===== src/design/lsu_pkg.sv =====
/*
 * Load/store unit shared definitions
 * data and address widths, byte lane geometry and the access-type encoding
 */
`default_nettype none

package lsu_pkg;

  ////////////////////////////////////////////////////////////////////////////
  // widths

  localparam int unsigned DataW = 32;         // data and address width
  localparam int unsigned BeW   = DataW / 8;  // bytes per word
  localparam int unsigned OffW  = 2;          // byte offset inside a word
  localparam int unsigned ByteW = 8;          // one byte lane

  ////////////////////////////////////////////////////////////////////////////
  // lane constants

  // enables of an access at offset 0, shifted up by the byte offset
  localparam logic [BeW-1:0] BeWord = 4'b1111;
  localparam logic [BeW-1:0] BeHalf = 4'b0011;
  localparam logic [BeW-1:0] BeByte = 4'b0001;

  // access type from the decoder, both 10 and 11 select a byte
  typedef enum logic [1:0] {
    LSU_WORD     = 2'b00,
    LSU_HALF     = 2'b01,
    LSU_BYTE     = 2'b10,
    LSU_BYTE_ALT = 2'b11
  } lsu_type_e;

endpackage

`default_nettype wire


===== src/design/lsu_ctrl_fsm.sv =====
/*
 * Load/store control FSM
 * sequences bus requests, splits misaligned accesses into two words,
 * tracks first-half errors and generates the response strobes
 */
`timescale 1ns/1ps
`default_nettype none

module lsu_ctrl_fsm (
  input  logic                      clk_i,
  input  logic                      rst_ni,
  input  logic                      lsu_req_i,
  input  logic                      lsu_we_i,
  input  lsu_pkg::lsu_type_e        lsu_type_i,
  input  logic [lsu_pkg::OffW-1:0]  offset_i,
  input  logic                      data_gnt_i,
  input  logic                      data_rvalid_i,
  input  logic                      data_err_i,
  output logic                      data_req_o,
  output logic                      addr_incr_req_o,    // execute side presents addr + 4
  output logic                      second_part_o,      // second word of a split access
  output logic                      ctrl_update_o,      // capture attributes in the aligner
  output logic                      rdata_update_o,     // capture first load beat
  output logic                      lsu_req_done_o,
  output logic                      lsu_resp_valid_o,
  output logic                      lsu_rdata_valid_o,
  output logic                      load_err_o,
  output logic                      store_err_o,
  output logic                      busy_o
);

  import lsu_pkg::*;

  typedef enum logic [2:0] {
    S_IDLE,
    S_WAIT_GNT_MIS,           // first half of a split access not yet granted
    S_WAIT_RVALID_MIS,        // first half granted, second half requested
    S_WAIT_GNT,               // single or second request waiting for grant
    S_WAIT_RVALID_GNTS_DONE   // both granted, first response still out
  } ls_state_e;

  ls_state_e state_q, state_d;
  logic      second_part_q, second_part_d;
  logic      err_q, err_d;   // first half came back with an error
  logic      we_q;           // write flag of the outstanding access
  logic      split_access;
  logic      resp_err;

  // word at any nonzero offset, or a halfword crossing into the next word
  assign split_access = ((lsu_type_i == LSU_WORD) && (offset_i != '0)) ||
                        ((lsu_type_i == LSU_HALF) && (offset_i == {OffW{1'b1}}));

  ////////////////////////////////////////////////////////////////////////////
  // next state

  always_comb begin
    state_d         = state_q;
    second_part_d   = second_part_q;
    err_d           = err_q;
    data_req_o      = 1'b0;
    addr_incr_req_o = 1'b0;
    ctrl_update_o   = 1'b0;
    rdata_update_o  = 1'b0;

    unique case (state_q)
      S_IDLE: begin
        if (lsu_req_i) begin
          data_req_o = 1'b1;   // same cycle as the request
          err_d      = 1'b0;
          if (data_gnt_i) begin
            ctrl_update_o = 1'b1;
            second_part_d = split_access;
            state_d       = split_access ? S_WAIT_RVALID_MIS : S_IDLE;
          end else begin
            state_d       = split_access ? S_WAIT_GNT_MIS : S_WAIT_GNT;
          end
        end
      end

      S_WAIT_GNT_MIS: begin
        data_req_o = 1'b1;
        if (data_gnt_i) begin
          ctrl_update_o = 1'b1;
          second_part_d = 1'b1;
          state_d       = S_WAIT_RVALID_MIS;
        end
      end

      S_WAIT_RVALID_MIS: begin
        data_req_o      = 1'b1;   // second half goes out right away
        addr_incr_req_o = 1'b1;
        if (data_rvalid_i) begin
          err_d          = data_err_i;
          rdata_update_o = ~we_q;
          second_part_d  = ~data_gnt_i;   // still needed if not granted yet
          state_d        = data_gnt_i ? S_IDLE : S_WAIT_GNT;
        end else if (data_gnt_i) begin
          second_part_d = 1'b0;
          state_d       = S_WAIT_RVALID_GNTS_DONE;
        end
      end

      S_WAIT_GNT: begin
        data_req_o      = 1'b1;
        addr_incr_req_o = second_part_q;   // only when this is the second half
        if (data_gnt_i) begin
          ctrl_update_o = 1'b1;
          second_part_d = 1'b0;
          state_d       = S_IDLE;
        end
      end

      S_WAIT_RVALID_GNTS_DONE: begin
        addr_incr_req_o = 1'b1;   // keep addr + 4 until the first beat returns
        if (data_rvalid_i) begin
          err_d          = data_err_i;
          rdata_update_o = ~we_q;
          state_d        = S_IDLE;
        end
      end

      default: state_d = S_IDLE;
    endcase
  end

  ////////////////////////////////////////////////////////////////////////////
  // state registers

  always_ff @(posedge clk_i or negedge rst_ni) begin
    if (!rst_ni) begin
      state_q       <= S_IDLE;
      second_part_q <= 1'b0;
      err_q         <= 1'b0;
    end else begin
      state_q       <= state_d;
      second_part_q <= second_part_d;
      err_q         <= err_d;
    end
  end

  always_ff @(posedge clk_i or negedge rst_ni) begin
    if (!rst_ni) begin
      we_q <= 1'b0;
    end else if (ctrl_update_o) begin
      we_q <= lsu_we_i;
    end
  end

  ////////////////////////////////////////////////////////////////////////////
  // response strobes

  // the last grant of an access sends the FSM back to idle
  assign lsu_req_done_o    = (lsu_req_i | (state_q != S_IDLE)) & (state_d == S_IDLE);
  assign lsu_resp_valid_o  = data_rvalid_i & (state_q == S_IDLE);  // final beat only
  assign lsu_rdata_valid_o = lsu_resp_valid_o & ~we_q;

  assign resp_err    = err_q | data_err_i;   // either half failed
  assign load_err_o  = resp_err & ~we_q & lsu_resp_valid_o;
  assign store_err_o = resp_err &  we_q & lsu_resp_valid_o;

  assign second_part_o = second_part_q;
  assign busy_o        = (state_q != S_IDLE);

endmodule

`default_nettype wire


===== src/design/lsu_load_align.sv =====
/*
 * Load aligner
 * holds the first beat of a split load and the access attributes,
 * rebuilds the loaded value and zero- or sign-extends it
 */
`timescale 1ns/1ps
`default_nettype none

module lsu_load_align (
  input  logic                       clk_i,
  input  logic                       rst_ni,
  input  logic                       ctrl_update_i,   // capture access attributes
  input  logic                       rdata_update_i,  // capture first beat
  input  lsu_pkg::lsu_type_e         lsu_type_i,
  input  logic [lsu_pkg::OffW-1:0]   offset_i,
  input  logic                       sign_ext_i,
  input  logic [lsu_pkg::DataW-1:0]  bus_rdata_i,     // current response beat
  output logic [lsu_pkg::DataW-1:0]  rdata_o          // extended load result
);

  import lsu_pkg::*;

  logic [OffW-1:0]      offset_q;    // offset of the outstanding access
  lsu_type_e            type_q;
  logic                 sign_ext_q;
  logic [DataW-1:ByteW] rdata_q;     // upper three bytes of the first beat

  logic [DataW-1:0]     rdata_w;     // word rebuilt across both beats
  logic [DataW-1:0]     rdata_sh;    // current beat moved down to lane 0
  logic [2*ByteW-1:0]   rdata_h;     // selected halfword
  logic [ByteW-1:0]     rdata_b;     // selected byte

  ////////////////////////////////////////////////////////////////////////////
  // attribute and first beat registers

  always_ff @(posedge clk_i or negedge rst_ni) begin
    if (!rst_ni) begin
      offset_q   <= '0;
      type_q     <= LSU_WORD;
      sign_ext_q <= 1'b0;
    end else if (ctrl_update_i) begin
      offset_q   <= offset_i;
      type_q     <= lsu_type_i;
      sign_ext_q <= sign_ext_i;
    end
  end

  // the lowest byte is never part of a split result
  always_ff @(posedge clk_i) begin
    if (rdata_update_i) begin
      rdata_q <= bus_rdata_i[DataW-1:ByteW];
    end
  end

  ////////////////////////////////////////////////////////////////////////////
  // realignment

  // misaligned word: upper bytes of beat one below, low bytes of beat two above
  always_comb begin
    unique case (offset_q)
      2'b00:   rdata_w = bus_rdata_i;
      2'b01:   rdata_w = {bus_rdata_i[ByteW-1:0],   rdata_q[DataW-1:ByteW]};
      2'b10:   rdata_w = {bus_rdata_i[2*ByteW-1:0], rdata_q[DataW-1:2*ByteW]};
      2'b11:   rdata_w = {bus_rdata_i[3*ByteW-1:0], rdata_q[DataW-1:3*ByteW]};
      default: rdata_w = bus_rdata_i;
    endcase
  end

  assign rdata_sh = bus_rdata_i >> (offset_q * ByteW);  // single beat lane select

  // halfword at offset 3 straddles the word boundary, the rest fit one beat
  assign rdata_h = (offset_q == {OffW{1'b1}}) ? rdata_w[2*ByteW-1:0] : rdata_sh[2*ByteW-1:0];
  assign rdata_b = rdata_sh[ByteW-1:0];

  ////////////////////////////////////////////////////////////////////////////
  // extension

  always_comb begin
    unique case (type_q)
      LSU_WORD: rdata_o = rdata_w;
      LSU_HALF: rdata_o = {{(DataW-2*ByteW){sign_ext_q & rdata_h[2*ByteW-1]}}, rdata_h};
      default:  rdata_o = {{(DataW-ByteW){sign_ext_q & rdata_b[ByteW-1]}}, rdata_b};
    endcase
  end

endmodule

`default_nettype wire


===== src/design/lsu_store_align.sv =====
/*
 * Store aligner
 * byte enables from access type and offset, store data rotated into lanes
 */
`timescale 1ns/1ps
`default_nettype none

module lsu_store_align (
  input  lsu_pkg::lsu_type_e         lsu_type_i,     // word, half or byte
  input  logic [lsu_pkg::OffW-1:0]   offset_i,       // byte offset of the access
  input  logic                       second_part_i,  // second word of a split access
  input  logic [lsu_pkg::DataW-1:0]  wdata_i,        // store data, lsb aligned
  output logic [lsu_pkg::BeW-1:0]    be_o,           // byte enables to the bus
  output logic [lsu_pkg::DataW-1:0]  wdata_o         // store data in bus lanes
);

  import lsu_pkg::*;

  logic [BeW-1:0]   be_base;  // enables at offset 0
  logic [2*BeW-1:0] be_span;  // enables over two adjacent words

  ////////////////////////////////////////////////////////////////////////////
  // byte enables

  always_comb begin
    unique case (lsu_type_i)
      LSU_WORD:     be_base = BeWord;
      LSU_HALF:     be_base = BeHalf;
      LSU_BYTE,
      LSU_BYTE_ALT: be_base = BeByte;
      default:      be_base = BeWord;
    endcase
  end

  // lower word holds the first part, anything that spills over is the second part
  assign be_span = {{BeW{1'b0}}, be_base} << offset_i;
  assign be_o    = second_part_i ? be_span[2*BeW-1:BeW] : be_span[BeW-1:0];

  ////////////////////////////////////////////////////////////////////////////
  // store data rotation

  // rotate left by the offset, low bytes wrap into the second word's lanes
  always_comb begin
    unique case (offset_i)
      2'b00:   wdata_o = wdata_i;
      2'b01:   wdata_o = {wdata_i[DataW-ByteW-1:0],   wdata_i[DataW-1:DataW-ByteW]};
      2'b10:   wdata_o = {wdata_i[DataW-2*ByteW-1:0], wdata_i[DataW-1:DataW-2*ByteW]};
      2'b11:   wdata_o = {wdata_i[DataW-3*ByteW-1:0], wdata_i[DataW-1:DataW-3*ByteW]};
      default: wdata_o = wdata_i;
    endcase
  end

endmodule

`default_nettype wire


===== src/design/lsu_top.sv =====
/*
 * Load/store unit top level
 * control FSM, store aligner and load aligner between execute stage and bus
 */
`timescale 1ns/1ps
`default_nettype none

module lsu_top (
  input  logic                       clk_i,
  input  logic                       rst_ni,
  // data bus
  output logic                       data_req_o,
  input  logic                       data_gnt_i,
  input  logic                       data_rvalid_i,
  input  logic                       data_err_i,
  output logic [lsu_pkg::DataW-1:0]  data_addr_o,    // word aligned
  output logic                       data_we_o,
  output logic [lsu_pkg::BeW-1:0]    data_be_o,
  output logic [lsu_pkg::DataW-1:0]  data_wdata_o,
  input  logic [lsu_pkg::DataW-1:0]  data_rdata_i,
  // execute stage
  input  logic                       lsu_req_i,
  input  logic                       lsu_we_i,
  input  lsu_pkg::lsu_type_e         lsu_type_i,
  input  logic                       lsu_sign_ext_i,
  input  logic [lsu_pkg::DataW-1:0]  lsu_wdata_i,
  input  logic [lsu_pkg::DataW-1:0]  lsu_addr_i,     // addr + 4 while addr_incr_req_o
  output logic [lsu_pkg::DataW-1:0]  lsu_rdata_o,
  output logic                       lsu_rdata_valid_o,
  output logic                       addr_incr_req_o,
  output logic                       lsu_req_done_o,
  output logic                       lsu_resp_valid_o,
  output logic                       load_err_o,
  output logic                       store_err_o,
  output logic                       busy_o
);

  import lsu_pkg::*;

  logic [OffW-1:0] offset;        // byte offset, same for both halves
  logic            second_part;
  logic            ctrl_update;
  logic            rdata_update;

  assign offset      = lsu_addr_i[OffW-1:0];
  assign data_addr_o = {lsu_addr_i[DataW-1:OffW], {OffW{1'b0}}};
  assign data_we_o   = lsu_we_i;

  lsu_ctrl_fsm u_ctrl (
    .clk_i             (clk_i),
    .rst_ni            (rst_ni),
    .lsu_req_i         (lsu_req_i),
    .lsu_we_i          (lsu_we_i),
    .lsu_type_i        (lsu_type_i),
    .offset_i          (offset),
    .data_gnt_i        (data_gnt_i),
    .data_rvalid_i     (data_rvalid_i),
    .data_err_i        (data_err_i),
    .data_req_o        (data_req_o),
    .addr_incr_req_o   (addr_incr_req_o),
    .second_part_o     (second_part),
    .ctrl_update_o     (ctrl_update),
    .rdata_update_o    (rdata_update),
    .lsu_req_done_o    (lsu_req_done_o),
    .lsu_resp_valid_o  (lsu_resp_valid_o),
    .lsu_rdata_valid_o (lsu_rdata_valid_o),
    .load_err_o        (load_err_o),
    .store_err_o       (store_err_o),
    .busy_o            (busy_o)
  );

  lsu_store_align u_store_align (
    .lsu_type_i    (lsu_type_i),
    .offset_i      (offset),
    .second_part_i (second_part),
    .wdata_i       (lsu_wdata_i),
    .be_o          (data_be_o),
    .wdata_o       (data_wdata_o)
  );

  lsu_load_align u_load_align (
    .clk_i          (clk_i),
    .rst_ni         (rst_ni),
    .ctrl_update_i  (ctrl_update),
    .rdata_update_i (rdata_update),
    .lsu_type_i     (lsu_type_i),
    .offset_i       (offset),
    .sign_ext_i     (lsu_sign_ext_i),
    .bus_rdata_i    (data_rdata_i),
    .rdata_o        (lsu_rdata_o)
  );

endmodule

`default_nettype wire


===== config.mk =====
export PLATFORM = sky130hd
export DESIGN_NAME = lsu_top
export DESIGN_NICKNAME = d
export VERILOG_FILES = /design/src/design/lsu_pkg.sv /design/src/design/lsu_ctrl_fsm.sv /design/src/design/lsu_load_align.sv /design/src/design/lsu_store_align.sv /design/src/design/lsu_top.sv
export SDC_FILE = /design/constraint.sdc
export NUM_CORES = 1
export LEC_CHECK = 0
export ABC_CLOCK_PERIOD_IN_PS = 2150
export BUFFER_PORTS_ARGS = -buffer_cell sky130_fd_sc_hd__buf_4
export CAP_MARGIN = 10
export CORE_ASPECT_RATIO = 1.75
export CORE_MARGIN = 4
export CORE_UTILIZATION = 47
export DETAILED_ROUTE_END_ITERATION = 7
export GPL_ROUTABILITY_DRIVEN = 0
export PLACE_DENSITY = 0.93
export SLEW_MARGIN = 40
export SYNTH_ARGS = -nofsm -noshare
export SYNTH_HDL_FRONTEND = slang
export SYNTH_SLANG_ARGS = --single-unit

===== constraint.sdc =====
create_clock -name clk_i -period 2.15 [get_ports clk_i]
set_input_delay 0.43 -clock clk_i [delete_from_list [all_inputs] [get_ports clk_i]]
set_output_delay 0.43 -clock clk_i [all_outputs]
set_load 0.01 [all_outputs]

-- Word-level counts from Yosys, hierarchy flattened
Cells that the tools add are included.
- bits in registers: 35
- input port bits: 106
- output and inout port bits: 109
- word-level logic and storage cells: 94
- eq/ne operators: 18
- shift-type cells: 2
- muxes and demuxes: 34
- bitwise operators: 13
- reductions and logical operators: 19
- operators by type and width (kind ; count):
    $pmux W32 S4 ; 2
    $pmux W32 S2 ; 1
    $shr A32 B5 Y16 ; 1
    $mux W3 ; 7
    $mux W16 ; 1
    $pmux W3 S5 ; 1
    $eq A2 B2 Y1 const B ; 6
    $mux W1 ; 12
    $pmux W4 S3 ; 1
    $and A1 B1 Y1 ; 9
    $eq A2 B1 Y1 const B ; 4
    $logic_not A2 Y1 ; 4
    $pmux W1 S2 ; 4
    $shl A4 B2 Y8 ; 1
    $eq A3 B2 Y1 const B ; 2
    $logic_not A3 Y1 ; 2
    $mux W2 ; 3
    $ne A2 B2 Y1 const B ; 3
    $reduce_or A2 Y1 ; 3
    $mux W4 ; 1
    $pmux W1 S4 ; 1
    $reduce_and A4 Y1 ; 1
    $reduce_bool A2 Y1 ; 2
    $reduce_bool A4 Y1 ; 1
    10 further kinds ; 13

-- Depth between registers and ports, before layout
Gate-level depths: netlist (run 1).
- word-level depth: 9
- depth in mapped cells: 7

-- By module
Synthesis (run 1) repeated with hierarchy kept, for this count alone.
- cell total of the unflattened synthesis: 392
- area, all modules: 4190.3 um^2
- modules (own cells, without submodules) (module ; times used ; cells each ; area an instance (um^2)):
    lsu_load_align ; 1 ; 236 ; 2433.6
    lsu_store_align ; 1 ; 57 ; 942.2
    lsu_ctrl_fsm ; 1 ; 65 ; 563.0
    lsu_top ; 1 ; 34 ; 251.5

-- Worst setup path after synthesis (run 1)
Ideal clock, no wire load.
- path kind: register -> output
- start: register u_load_align.offset_q[1]
- end: output lsu_rdata_o[0] in the netlist's numbering
- arrival time: 1702 ps
- required time: 1720 ps
- slack: 18 ps
- stages on the path, launching flop included: 7
- path buffers: 3
- cell sequence: dfrtp_1 -> buf_6 -> buf_4 -> buf_4 -> a22oi_1 -> a211oi_1 -> a2111oi_0
- word-level cells in the longest chain between the ends: 4
- elaborated cells on any way between the ends: 8
- classes of those cells: eq/ne (3); shift (1); mux (3); reduce/logical (1)
- ends and longest elaborated chain (item ; line ; text):
    start, declared ; lsu_load_align.sv:23 ; logic [OffW-1:0] offset_q;
    start signal, assigned ; lsu_load_align.sv:42 ; offset_q <= offset_i;
    branches (longest 3 deep; another with $shr A32 B5 Y16) ; - ;
    $pmux W32 S2 * ; lsu_load_align.sv:79 ; unique case (type_q)
    end, declared ; lsu_top.sv:28 ; output logic [lsu_pkg::DataW-1:0] lsu_rdata_o,
Every way passes the cells marked *.

-- Final worst setup path (run 1)
- start: register u_load_align.offset_q[0]
- end: output lsu_rdata_o[5] in the netlist's numbering
Same word-level chain as after synthesis.

==> results of run 1 <==
==> timing repair <==
action,in CTS,in global routing
pin swaps,3,13
endpoints found under the setup margin,33,36
hold endpoints to repair,11,0
gates resized for setup,33,57
buffers inserted,6,25
hold buffers,1,0
gates cloned,0,2
==> logic make-up after synthesis <==
logic type,Yosys count
compound gates,78
mux,81
simple gates,90
other cells,1
buf+inv,74
flops,35
==> how the worst min path moves through the flow <==
| stage | end | slack [ps] | cells after the start |
|---|---|---|---|
| floorplan | u_ctrl.err_q | 130 | 0 |
| finish | u_load_align.rdata_q[30] | 350 | 1 |
| global route | u_load_align.rdata_q[20] | 350 | 1 |
| detailed placement | u_ctrl.we_q | 280 | 1 |
| global placement | u_ctrl.we_q | 270 | 1 |
| CTS | u_load_align.rdata_q[28] | 340 | 1 |
==> placed cells by master, fill, tap and decap left out, types with 8 or more instances in the layout <==
| master | netlist | final |
|---|---|---|
| sky130_fd_sc_hd__edfxtp_1 | 24 | 24 |
| sky130_fd_sc_hd__buf_4 | 40 | 178 |
| sky130_fd_sc_hd__mux4_2 | 65 | 65 |
| sky130_fd_sc_hd__buf_6 | 2 | 27 |
| sky130_fd_sc_hd__inv_1 | 8 | 8 |
| sky130_fd_sc_hd__nor2_1 | 34 | 28 |
| sky130_fd_sc_hd__mux2_2 | 10 | 8 |
| sky130_fd_sc_hd__a21oi_1 | 11 | 8 |
| sky130_fd_sc_hd__clkbuf_16 | 0 | 8 |
| sky130_fd_sc_hd__buf_12 | 0 | 8 |
| sky130_fd_sc_hd__nand2_1 | 20 | 17 |
| sky130_fd_sc_hd__a21o_1 | 15 | 15 |
==> flip-flops by register name, indices dropped and copies added, names as in the netlist <==
name and cells:
u_ctrl.we_q 1, u_ctrl.err_q 1, u_load_align.type_q 2, u_load_align.sign_ext_q 1
u_load_align.offset_q 2, u_ctrl.state_q 3, u_load_align.rdata_q 24, u_ctrl.second_part_o 1
==> stage by stage <==
stage                     TNS (ps)  cell area, sq um  hold WS (ps)
after floorplan                  0              4086         134.4
after global placement      -275.5              5243         273.7
after detailed placement     -1911              5243         275.1
after CTS                    -4797              5577         339.1
after global routing         -8299              6048         346.8
final                        -6986              6048         352.0
==> layer usage <==
metal	track usage	up-vias	share of wire
li1	-	1719	-
met1	0.2623	2098	0.32
met2	0.4604	380	0.52
met3	0.06233	97	0.094
met4	0.1177	0	0.067
met5	0	-	0
==> critical path, cell delays in order, from the launching register on <==
cell,delay (ps)
sky130_fd_sc_hd__dfrtp_2,460
sky130_fd_sc_hd__buf_12,180
sky130_fd_sc_hd__buf_4,140
sky130_fd_sc_hd__nand2_1,120
sky130_fd_sc_hd__o21ai_0,490
sky130_fd_sc_hd__nand2_1,190
sky130_fd_sc_hd__a22o_1,220
sky130_fd_sc_hd__buf_4,150
==> area by class of cell <==
type	count	area share
sequential	35	0.1657
tap	115	0.02379
inverter	8	0.004965
timing repair buffer	219	0.3134
clock buffer	7	0.02544
clock inverter	1	0.001241
multi-input combinational	251	0.4655
==> power groups by stage <==
| stage | combinational [mW] | sequential [mW] | clock [mW] |
|---|---|---|---|
| final | 5.69 | 1.06 | 0.795 |
| after global routing | 5.92 | 1.07 | 0.830 |
| after CTS | 4.57 | 1.02 | 0.792 |
| after detailed placement | 4.20 | 1.03 | 0 |
| after global placement | 4.06 | 1.01 | 0 |
| after floorplan | 2.67 | 0.931 | 0 |
==> results.md, run 1 <==
* Path class of the lowest-slack min-delay path: in -> reg
* Share of layout cells above drive strength 1 at 0.6545
* Number of diodes at 0
* Skew-Pair Late Insertion Delay at 290 ps
* Post-route insts no fill at 636
* Outcome: finished, violations left
* Biggest fanout along the worst timing path at 14
* Period Utilization, post-route at 1.240
* TritonCTS clock tree: yes
* Port bufs at 152
* Count of max-cap constraint violations at 0
* Startpoint of the lowest-slack register-to-register path: u_ctrl.state_q[1]
* Antenna violations before repair at 0
* Minimum period implied by the final worst setup slack at 2666 ps
* H-tree level count at 2
* Synthesized-area fraction occupied by ao, oa, aoi and oai cells at 0.1370
* Cell at the root of the clock tree: sky130_fd_sc_hd__clkbuf_16
* Worst Reg2Reg Path Length in Cells at 4
* Origin of the worst min-delay path: data_rdata_i[30]
* Synth cell types at 51
* Combinational family with the most area after synthesis: multiplexers
* Die H at 131.3 microns
* Area used by multi-input combinational logic at 2815 sq um
* Slew Limit Fails at 0
* Post-Synth Adder-Cell Area at 0
* Leak pwr at 2.567 nW
* Worst EP arrival at 2240 ps
* Timing-limited maximum frequency at 0.3752 GHz
* Final worst-path setup slack at -515.5 ps
* Post-synth EDFFs at 24
* Startpoint type of the worst setup path: flip-flop
* Largest net degree at the start of global routing at 32
* Cells after synthesis at 359
* Starting DRC count in detailed routing at 482
* Post-layout total power at 7.546 mW
* Placed Cells incl. Taps at 594
* Cell type with the largest total area after synthesis: sky130_fd_sc_hd__mux4_2
* Timing endpoint of the critical path: lsu_rdata_o[5]
* DP HPWL at 9.608 mm
* Int Power at 4.413 mW
* Routed WL at 16.09 mm
* Fraction of synthesis flops using an asynchronous set or reset pin at 0.3143
* GRT Resource Usage Total at 0.2511
* Fraction of the yosys area taken by sequential cells at 0.2439
* Die span in x at 78.46 microns
* Multiplexer fraction of the synthesized cell area at 0.4009
* Leading post-synthesis cells by instance count: 65 x sky130_fd_sc_hd__mux4_2, 40 x sky130_fd_sc_hd__buf_4, 34 x sky130_fd_sc_hd__nor2_1, 24 x sky130_fd_sc_hd__edfxtp_1, 20 x sky130_fd_sc_hd__nand2_1
* Combinational power share at 0.754
* Unrepaired setup endpoints after global routing: true
* Number of nets in the layout at 626
* GRT overflow at 0
* Post-synth design cell area at 4083 sq um
* Worst setup timing slack at the placement stage at -172.1 ps
* Number of ports placed on the die boundary at 215
* Power per unit of standard cell area at 1248 nW/um^2
* Clock transition at the register clock pins on the worst setup and hold paths after CTS at 60 ps
* Maximum number of buffers from clock root to sink at 2
* Average wire per standard cell at 25.30 microns
* Clock share of power at 0.105
* Synth area leaders: sky130_fd_sc_hd__mux4_2 36%, sky130_fd_sc_hd__edfxtp_1 18%, sky130_fd_sc_hd__buf_4 7.4%
* TritonCTS Buffers at 5
* Proportion of netlist area held by the largest area contributor at 0.3586
* Simple-gate area share of the yosys netlist at 0.1048
* End of the worst register-to-register path: u_load_align.rdata_q[16]
* Overall via count from detail_route at 4,294
* Crit end category: output port
* Number of synthesized register bits at 35
* Parity-gate share of the synthesized area counting xor and xnor cells at 0
* Rel. slew slack at 0.6171
* Timing startpoint of the critical path: u_load_align.offset_q[0]
* Maximum clock skew at final layout at 13.41 ps
* Type of the worst setup path: reg -> out
* Cell Rows at 44
* Sequential cell area at 1002 sq um
* Count of fill cells added during filler insertion at 512
* DRC at 0
* Mean area per synthesized cell at 11.37 sq um
* Most repeated cell in the gate-level netlist after synthesis: sky130_fd_sc_hd__mux4_2
* Net switching fraction of the power at 0.4151
* Prevailing post-synth register cell: sky130_fd_sc_hd__edfxtp_1
* Number of warnings printed during yosys synthesis at 0
* Number of nets still failing antenna checks after routing at 0
* Number of vias per cell after detailed routing at 6.752
* Initial core utilization at 0.4879
* Area growth from synthesis to final layout at 48.15%
* Required time of the critical path at 1720 ps
* Number of global-route vias before repair at 4,017
* Part of the total power dissipated in sequential elements at 0.141
* Wire length of the first global-routing pass at 20.76 mm
* Violations in the final reports: negative setup slack
* Maximum ir drop on the vdd rail at 0.6077 mV
* Placeable core region at 8368 sq um
* Number of failing hold endpoints at the final stage at 0
* Switching power total at 3.133 mW
* Total die area at 10,300 sq um
* Worst setup slack for register-to-register paths at 560 ps
* Final setup viols at 32
* Clock Sink Count at 35
* Fraction of the core area covered by cells at the end of the flow at 0.7228
* 1st-pass router iterations at 5
* Worst-margin pin slew at 568.3 ps
(Power assumes the default switching activity.)
==> run 2: changes to the inputs <==
- ABC_CLOCK_PERIOD_IN_PS: 2150 -> 2300
- CORE_UTILIZATION: 47 -> 43
- PLACE_DENSITY: 0.93 -> 0.89
- SYNTH_HIERARCHICAL: default -> 1
- clock period: 2.15 -> 2.3 ns (I/O delays scaled with it)
==> run 2 against run 1 <==
Net effect:
- the flow still finishes with violations (negative setup slack)
- clock skew decreased by 7.5 ps
- die area rose by 11%
- synthesized cell count increased by 9.2%
- register-to-register slack better by 40 ps
- hold slack improved by 23 ps
- global-route usage decreased by 0.94 points
==> results.md, run 2 <==
* Stages on worst setup path at 7 (unchanged)
* Fraction of synthesis flops using an asynchronous set or reset pin at 0.3143 (unchanged)
* Most common cell after layout, fill and taps aside: sky130_fd_sc_hd__buf_4
* Post-synth EDFFs at 24 (unchanged)
* Post-layout total power at 6.776 mW (-10%)
* Minimum period implied by the final worst setup slack at 2483 ps
* Leading post-synthesis cells by instance count: 48 x sky130_fd_sc_hd__nand2_1, 38 x sky130_fd_sc_hd__buf_4, 38 x sky130_fd_sc_hd__mux4_2, 24 x sky130_fd_sc_hd__edfxtp_1, 21 x sky130_fd_sc_hd__nand2b_1
* Rel. slew slack at 0.5347 (-0.08242)
* H-tree level count at 2 (unchanged)
* GRT overflow at 0 (unchanged)
* Antenna violations before repair at 0 (unchanged)
* Violations in the final reports: negative setup slack
* Cell type with the largest total area after synthesis: sky130_fd_sc_hd__mux4_2
* Ordered list of cells on the worst path: buf_8, bufbuf_16, nor2_1, a21oi_1, nand2_1, a21oi_2, buf_4
* Clock Sink Count at 35 (unchanged)
* Max stage delay cell, worst path: sky130_fd_sc_hd__dfrtp_2
* Worst EP arrival at 2020 ps (-220 ps)
* TritonCTS Buffers at 5 (unchanged)
* Number of vias per cell after detailed routing at 6.527 (-3.3%)
* Unrepaired setup endpoints after global routing: true
* End of the worst register-to-register path: u_load_align/rdata_q[18]
* Cells after synthesis at 392 (+9.2%)
* Number of synthesized register bits at 35 (unchanged)
* Final worst-path setup slack at -183.2 ps (+332.3 ps)
* Maximum clock skew at final layout at 5.918 ps (-7.494 ps)
* Slowest stage delay, CP at 470 ps (-20 ps)
* Overall via count from detail_route at 4,249 (-1.0%)
* Worst Reg2Reg Path Length in Cells at 4 (unchanged)
* Timing endpoint of the critical path: lsu_rdata_o[2]
* Biggest fanout along the worst timing path at 10 (-4)
* Startpoint of the lowest-slack register-to-register path: u_ctrl/state_q[2]
* Number of nets still failing antenna checks after routing at 0 (unchanged)
* Cell at the root of the clock tree: sky130_fd_sc_hd__clkbuf_16
* Starting DRC count in detailed routing at 372 (-23%)
* Share of layout cells above drive strength 1 at 0.5520 (-0.1025)
* DP HPWL at 9.770 mm (+1.7%)
* Crit end category: output port
* Initial core utilization at 0.4426 (-0.04531)
* Post-route insts no fill at 651 (+2.4%)
* Proportion of netlist area held by the largest area contributor at 0.2042 (-0.1543)
* Slew Limit Fails at 0 (unchanged)
* Port bufs at 152 (unchanged)
* Count of max-cap constraint violations at 0 (unchanged)
* Outcome: finished, violations left
* Number of warnings printed during yosys synthesis at 6 (+6)
* TritonCTS clock tree: yes
* Die span in x at 82.62 microns (+5.3%)
* Cell Rows at 47 (+6.8%)
* Critical path's top delay family: buffers and inverters
* Synth cell types at 62 (+22%)
* Worst-margin pin slew at 696.5 ps (+128.2 ps)
* Maximum ir drop on the vdd rail at 0.8043 mV (+32%)
* Prevailing post-synth register cell: sky130_fd_sc_hd__edfxtp_1
* 1st-pass router iterations at 5 (unchanged)
* Worst setup slack for register-to-register paths at 600 ps (+40 ps)
* Placed Cells incl. Taps at 626 (+5.4%)
* Fraction of the yosys area taken by sequential cells at 0.2377 (-0.006264)
* Path class of the lowest-slack min-delay path: in -> reg
* Average wire per standard cell at 23.50 microns (-7.1%)
* Wire length of the first global-routing pass at 21.58 mm (+4.0%)
* Final setup viols at 31 (-3.1%)
* Min-Delay Path Depth at 1 (unchanged)
* Mean area per synthesized cell at 10.69 sq um (-6.0%)
* Timing-limited maximum frequency at 0.4027 GHz
* Number of diodes at 0 (unchanged)
* Biggest regs: u_load_align/rdata_q x24, u_ctrl/state_q x3
* CP bufs+invs at 3 (unchanged)
* Timing startpoint of the critical path: u_load_align/offset_q[1]
* Startpoint type of the worst setup path: flip-flop
* Maximum number of buffers from clock root to sink at 2 (unchanged)
* Post-synth design cell area at 4190 sq um (+2.6%)
* GRT Resource Usage Total at 0.2417 (-0.009433)
* Skew-Pair Late Insertion Delay at 280 ps (about the same)
* Period Utilization, post-route at 1.080
* Number of failing hold endpoints at the final stage at 0 (unchanged)
* Required time of the critical path at 1840 ps (+120 ps)
* Setup TNS after final layout at -3633 ps (+3354 ps)
* Leak pwr at 2.553 nW (-0.53%)
* Max reg flops at 24 (unchanged)
* Most frequent cells in the layout: 169 x sky130_fd_sc_hd__buf_4, 47 x sky130_fd_sc_hd__nand2_1, 38 x sky130_fd_sc_hd__mux4_2
* Power per unit of standard cell area at 1127 nW/um^2 (-9.7%)
* Placeable core region at 9468 sq um (+13%)
* Die H at 138.6 microns (+5.6%)
* Most repeated cell in the gate-level netlist after synthesis: sky130_fd_sc_hd__nand2_1
* Routed WL at 15.30 mm (-4.9%)
* Number of global-route vias before repair at 4,349 (+8.3%)
* Number of ports placed on the die boundary at 215 (unchanged)
* DRC at 0 (unchanged)
* Clock transition at the register clock pins on the worst setup and hold paths after CTS at 60 ps (about the same)
* Total die area at 11,450 sq um (+11%)
* Number of nets in the layout at 634 (+1.3%)
* Synth area leaders: sky130_fd_sc_hd__mux4_2 20%, sky130_fd_sc_hd__edfxtp_1 17%, sky130_fd_sc_hd__mux4_1 6.9%
* Area growth from synthesis to final layout at 43.51%
* Largest net degree at the start of global routing at 32 (unchanged)
* Register ranked first by flip-flop count: u_load_align/rdata_q
* Type of the worst setup path: reg -> out
-- run 2: cell families after synthesis --
group | after synthesis | synth area share
simple gates | 124 | 0.1538
compound gates | 82 | 0.1484
other cells | 1 | 0.0008949
mux | 74 | 0.3368
xor+xnor | 1 | 0.002091
buf+inv | 75 | 0.1203
flops | 35 | 0.2377
-- run 2: layout make-up --
type	instances	area (sq um)
clock buffers	6	150.1
multi-input cells	283	2942
repair buffers	195	1723
fillers	673	3455
clock inverters	2	17.52
flip-flops and latches	35	998.5
well taps	122	152.6
inverters	8	30.03
-- run 2: worst min path at each step --
stage                          from                      end  slack, ps
CTS                   data_rvalid_i        u_ctrl/state_q[2]        370
global route        data_rdata_i[8]  u_load_align/rdata_q[8]        370
detailed placement           rst_ni             u_ctrl/err_q        300
global placement             rst_ni             u_ctrl/err_q        300
finish              data_rdata_i[8]  u_load_align/rdata_q[8]        370
floorplan                    rst_ni             u_ctrl/err_q        160
-- run 2: metrics by stage --
step           instance area (sq um)  setup WS (ps)  hold slack (ps)    util
2_1_floorplan                   4199          164.4            164.4       -
3_3_place_gp                    5273         -56.52            300.8  0.5569
3_5_place_dp                    5273         -70.51            304.4  0.5569
4_1_cts                         5774         -149.5            371.7  0.6099
5_1_grt                         6013         -217.6            370.4  0.6351
6_report                        6013         -183.2            374.8  0.6351
-- run 2: worst reg2reg max path, delay by kind of cell, from the launching register on --
kind | cells | cell delay (ps)
buffers and inverters | 2 | 550
flip-flops | 1 | 440
XOR/XNOR | 1 | 190
AND/OR/NAND/NOR | 1 | 170
-- run 2: routing by layer --
layer	GRT usage	vias up	part of all wire	wire length [microns]
li1	-	1773	-	-
met1	0.2364	2058	0.31	4807
met2	0.4433	325	0.54	8275
met3	0.04096	93	0.084	1282
met4	0.1516	0	0.061	931
met5	0	-	0	0
-- run 2: power by group --
part           switching, mW  total [mW]  leakage [nW]  internal [mW]
combinational           2.46        5.07          2.12           2.62
clock                  0.285       0.758        0.0826          0.473
sequential             0.137       0.944         0.351          0.806
total                   2.88        6.78          2.55           3.90
-- run 2: what timing repair did --
item / in CTS / in global routing
hold buffers: 1 / 0
pin swaps: 4 / 12
cloned: 4 / 2
setup endpoints to repair: 32 / 33
resized for setup: 28 / 39
hold endpoints to repair: 11 / 0
buffers inserted: 8 / 5
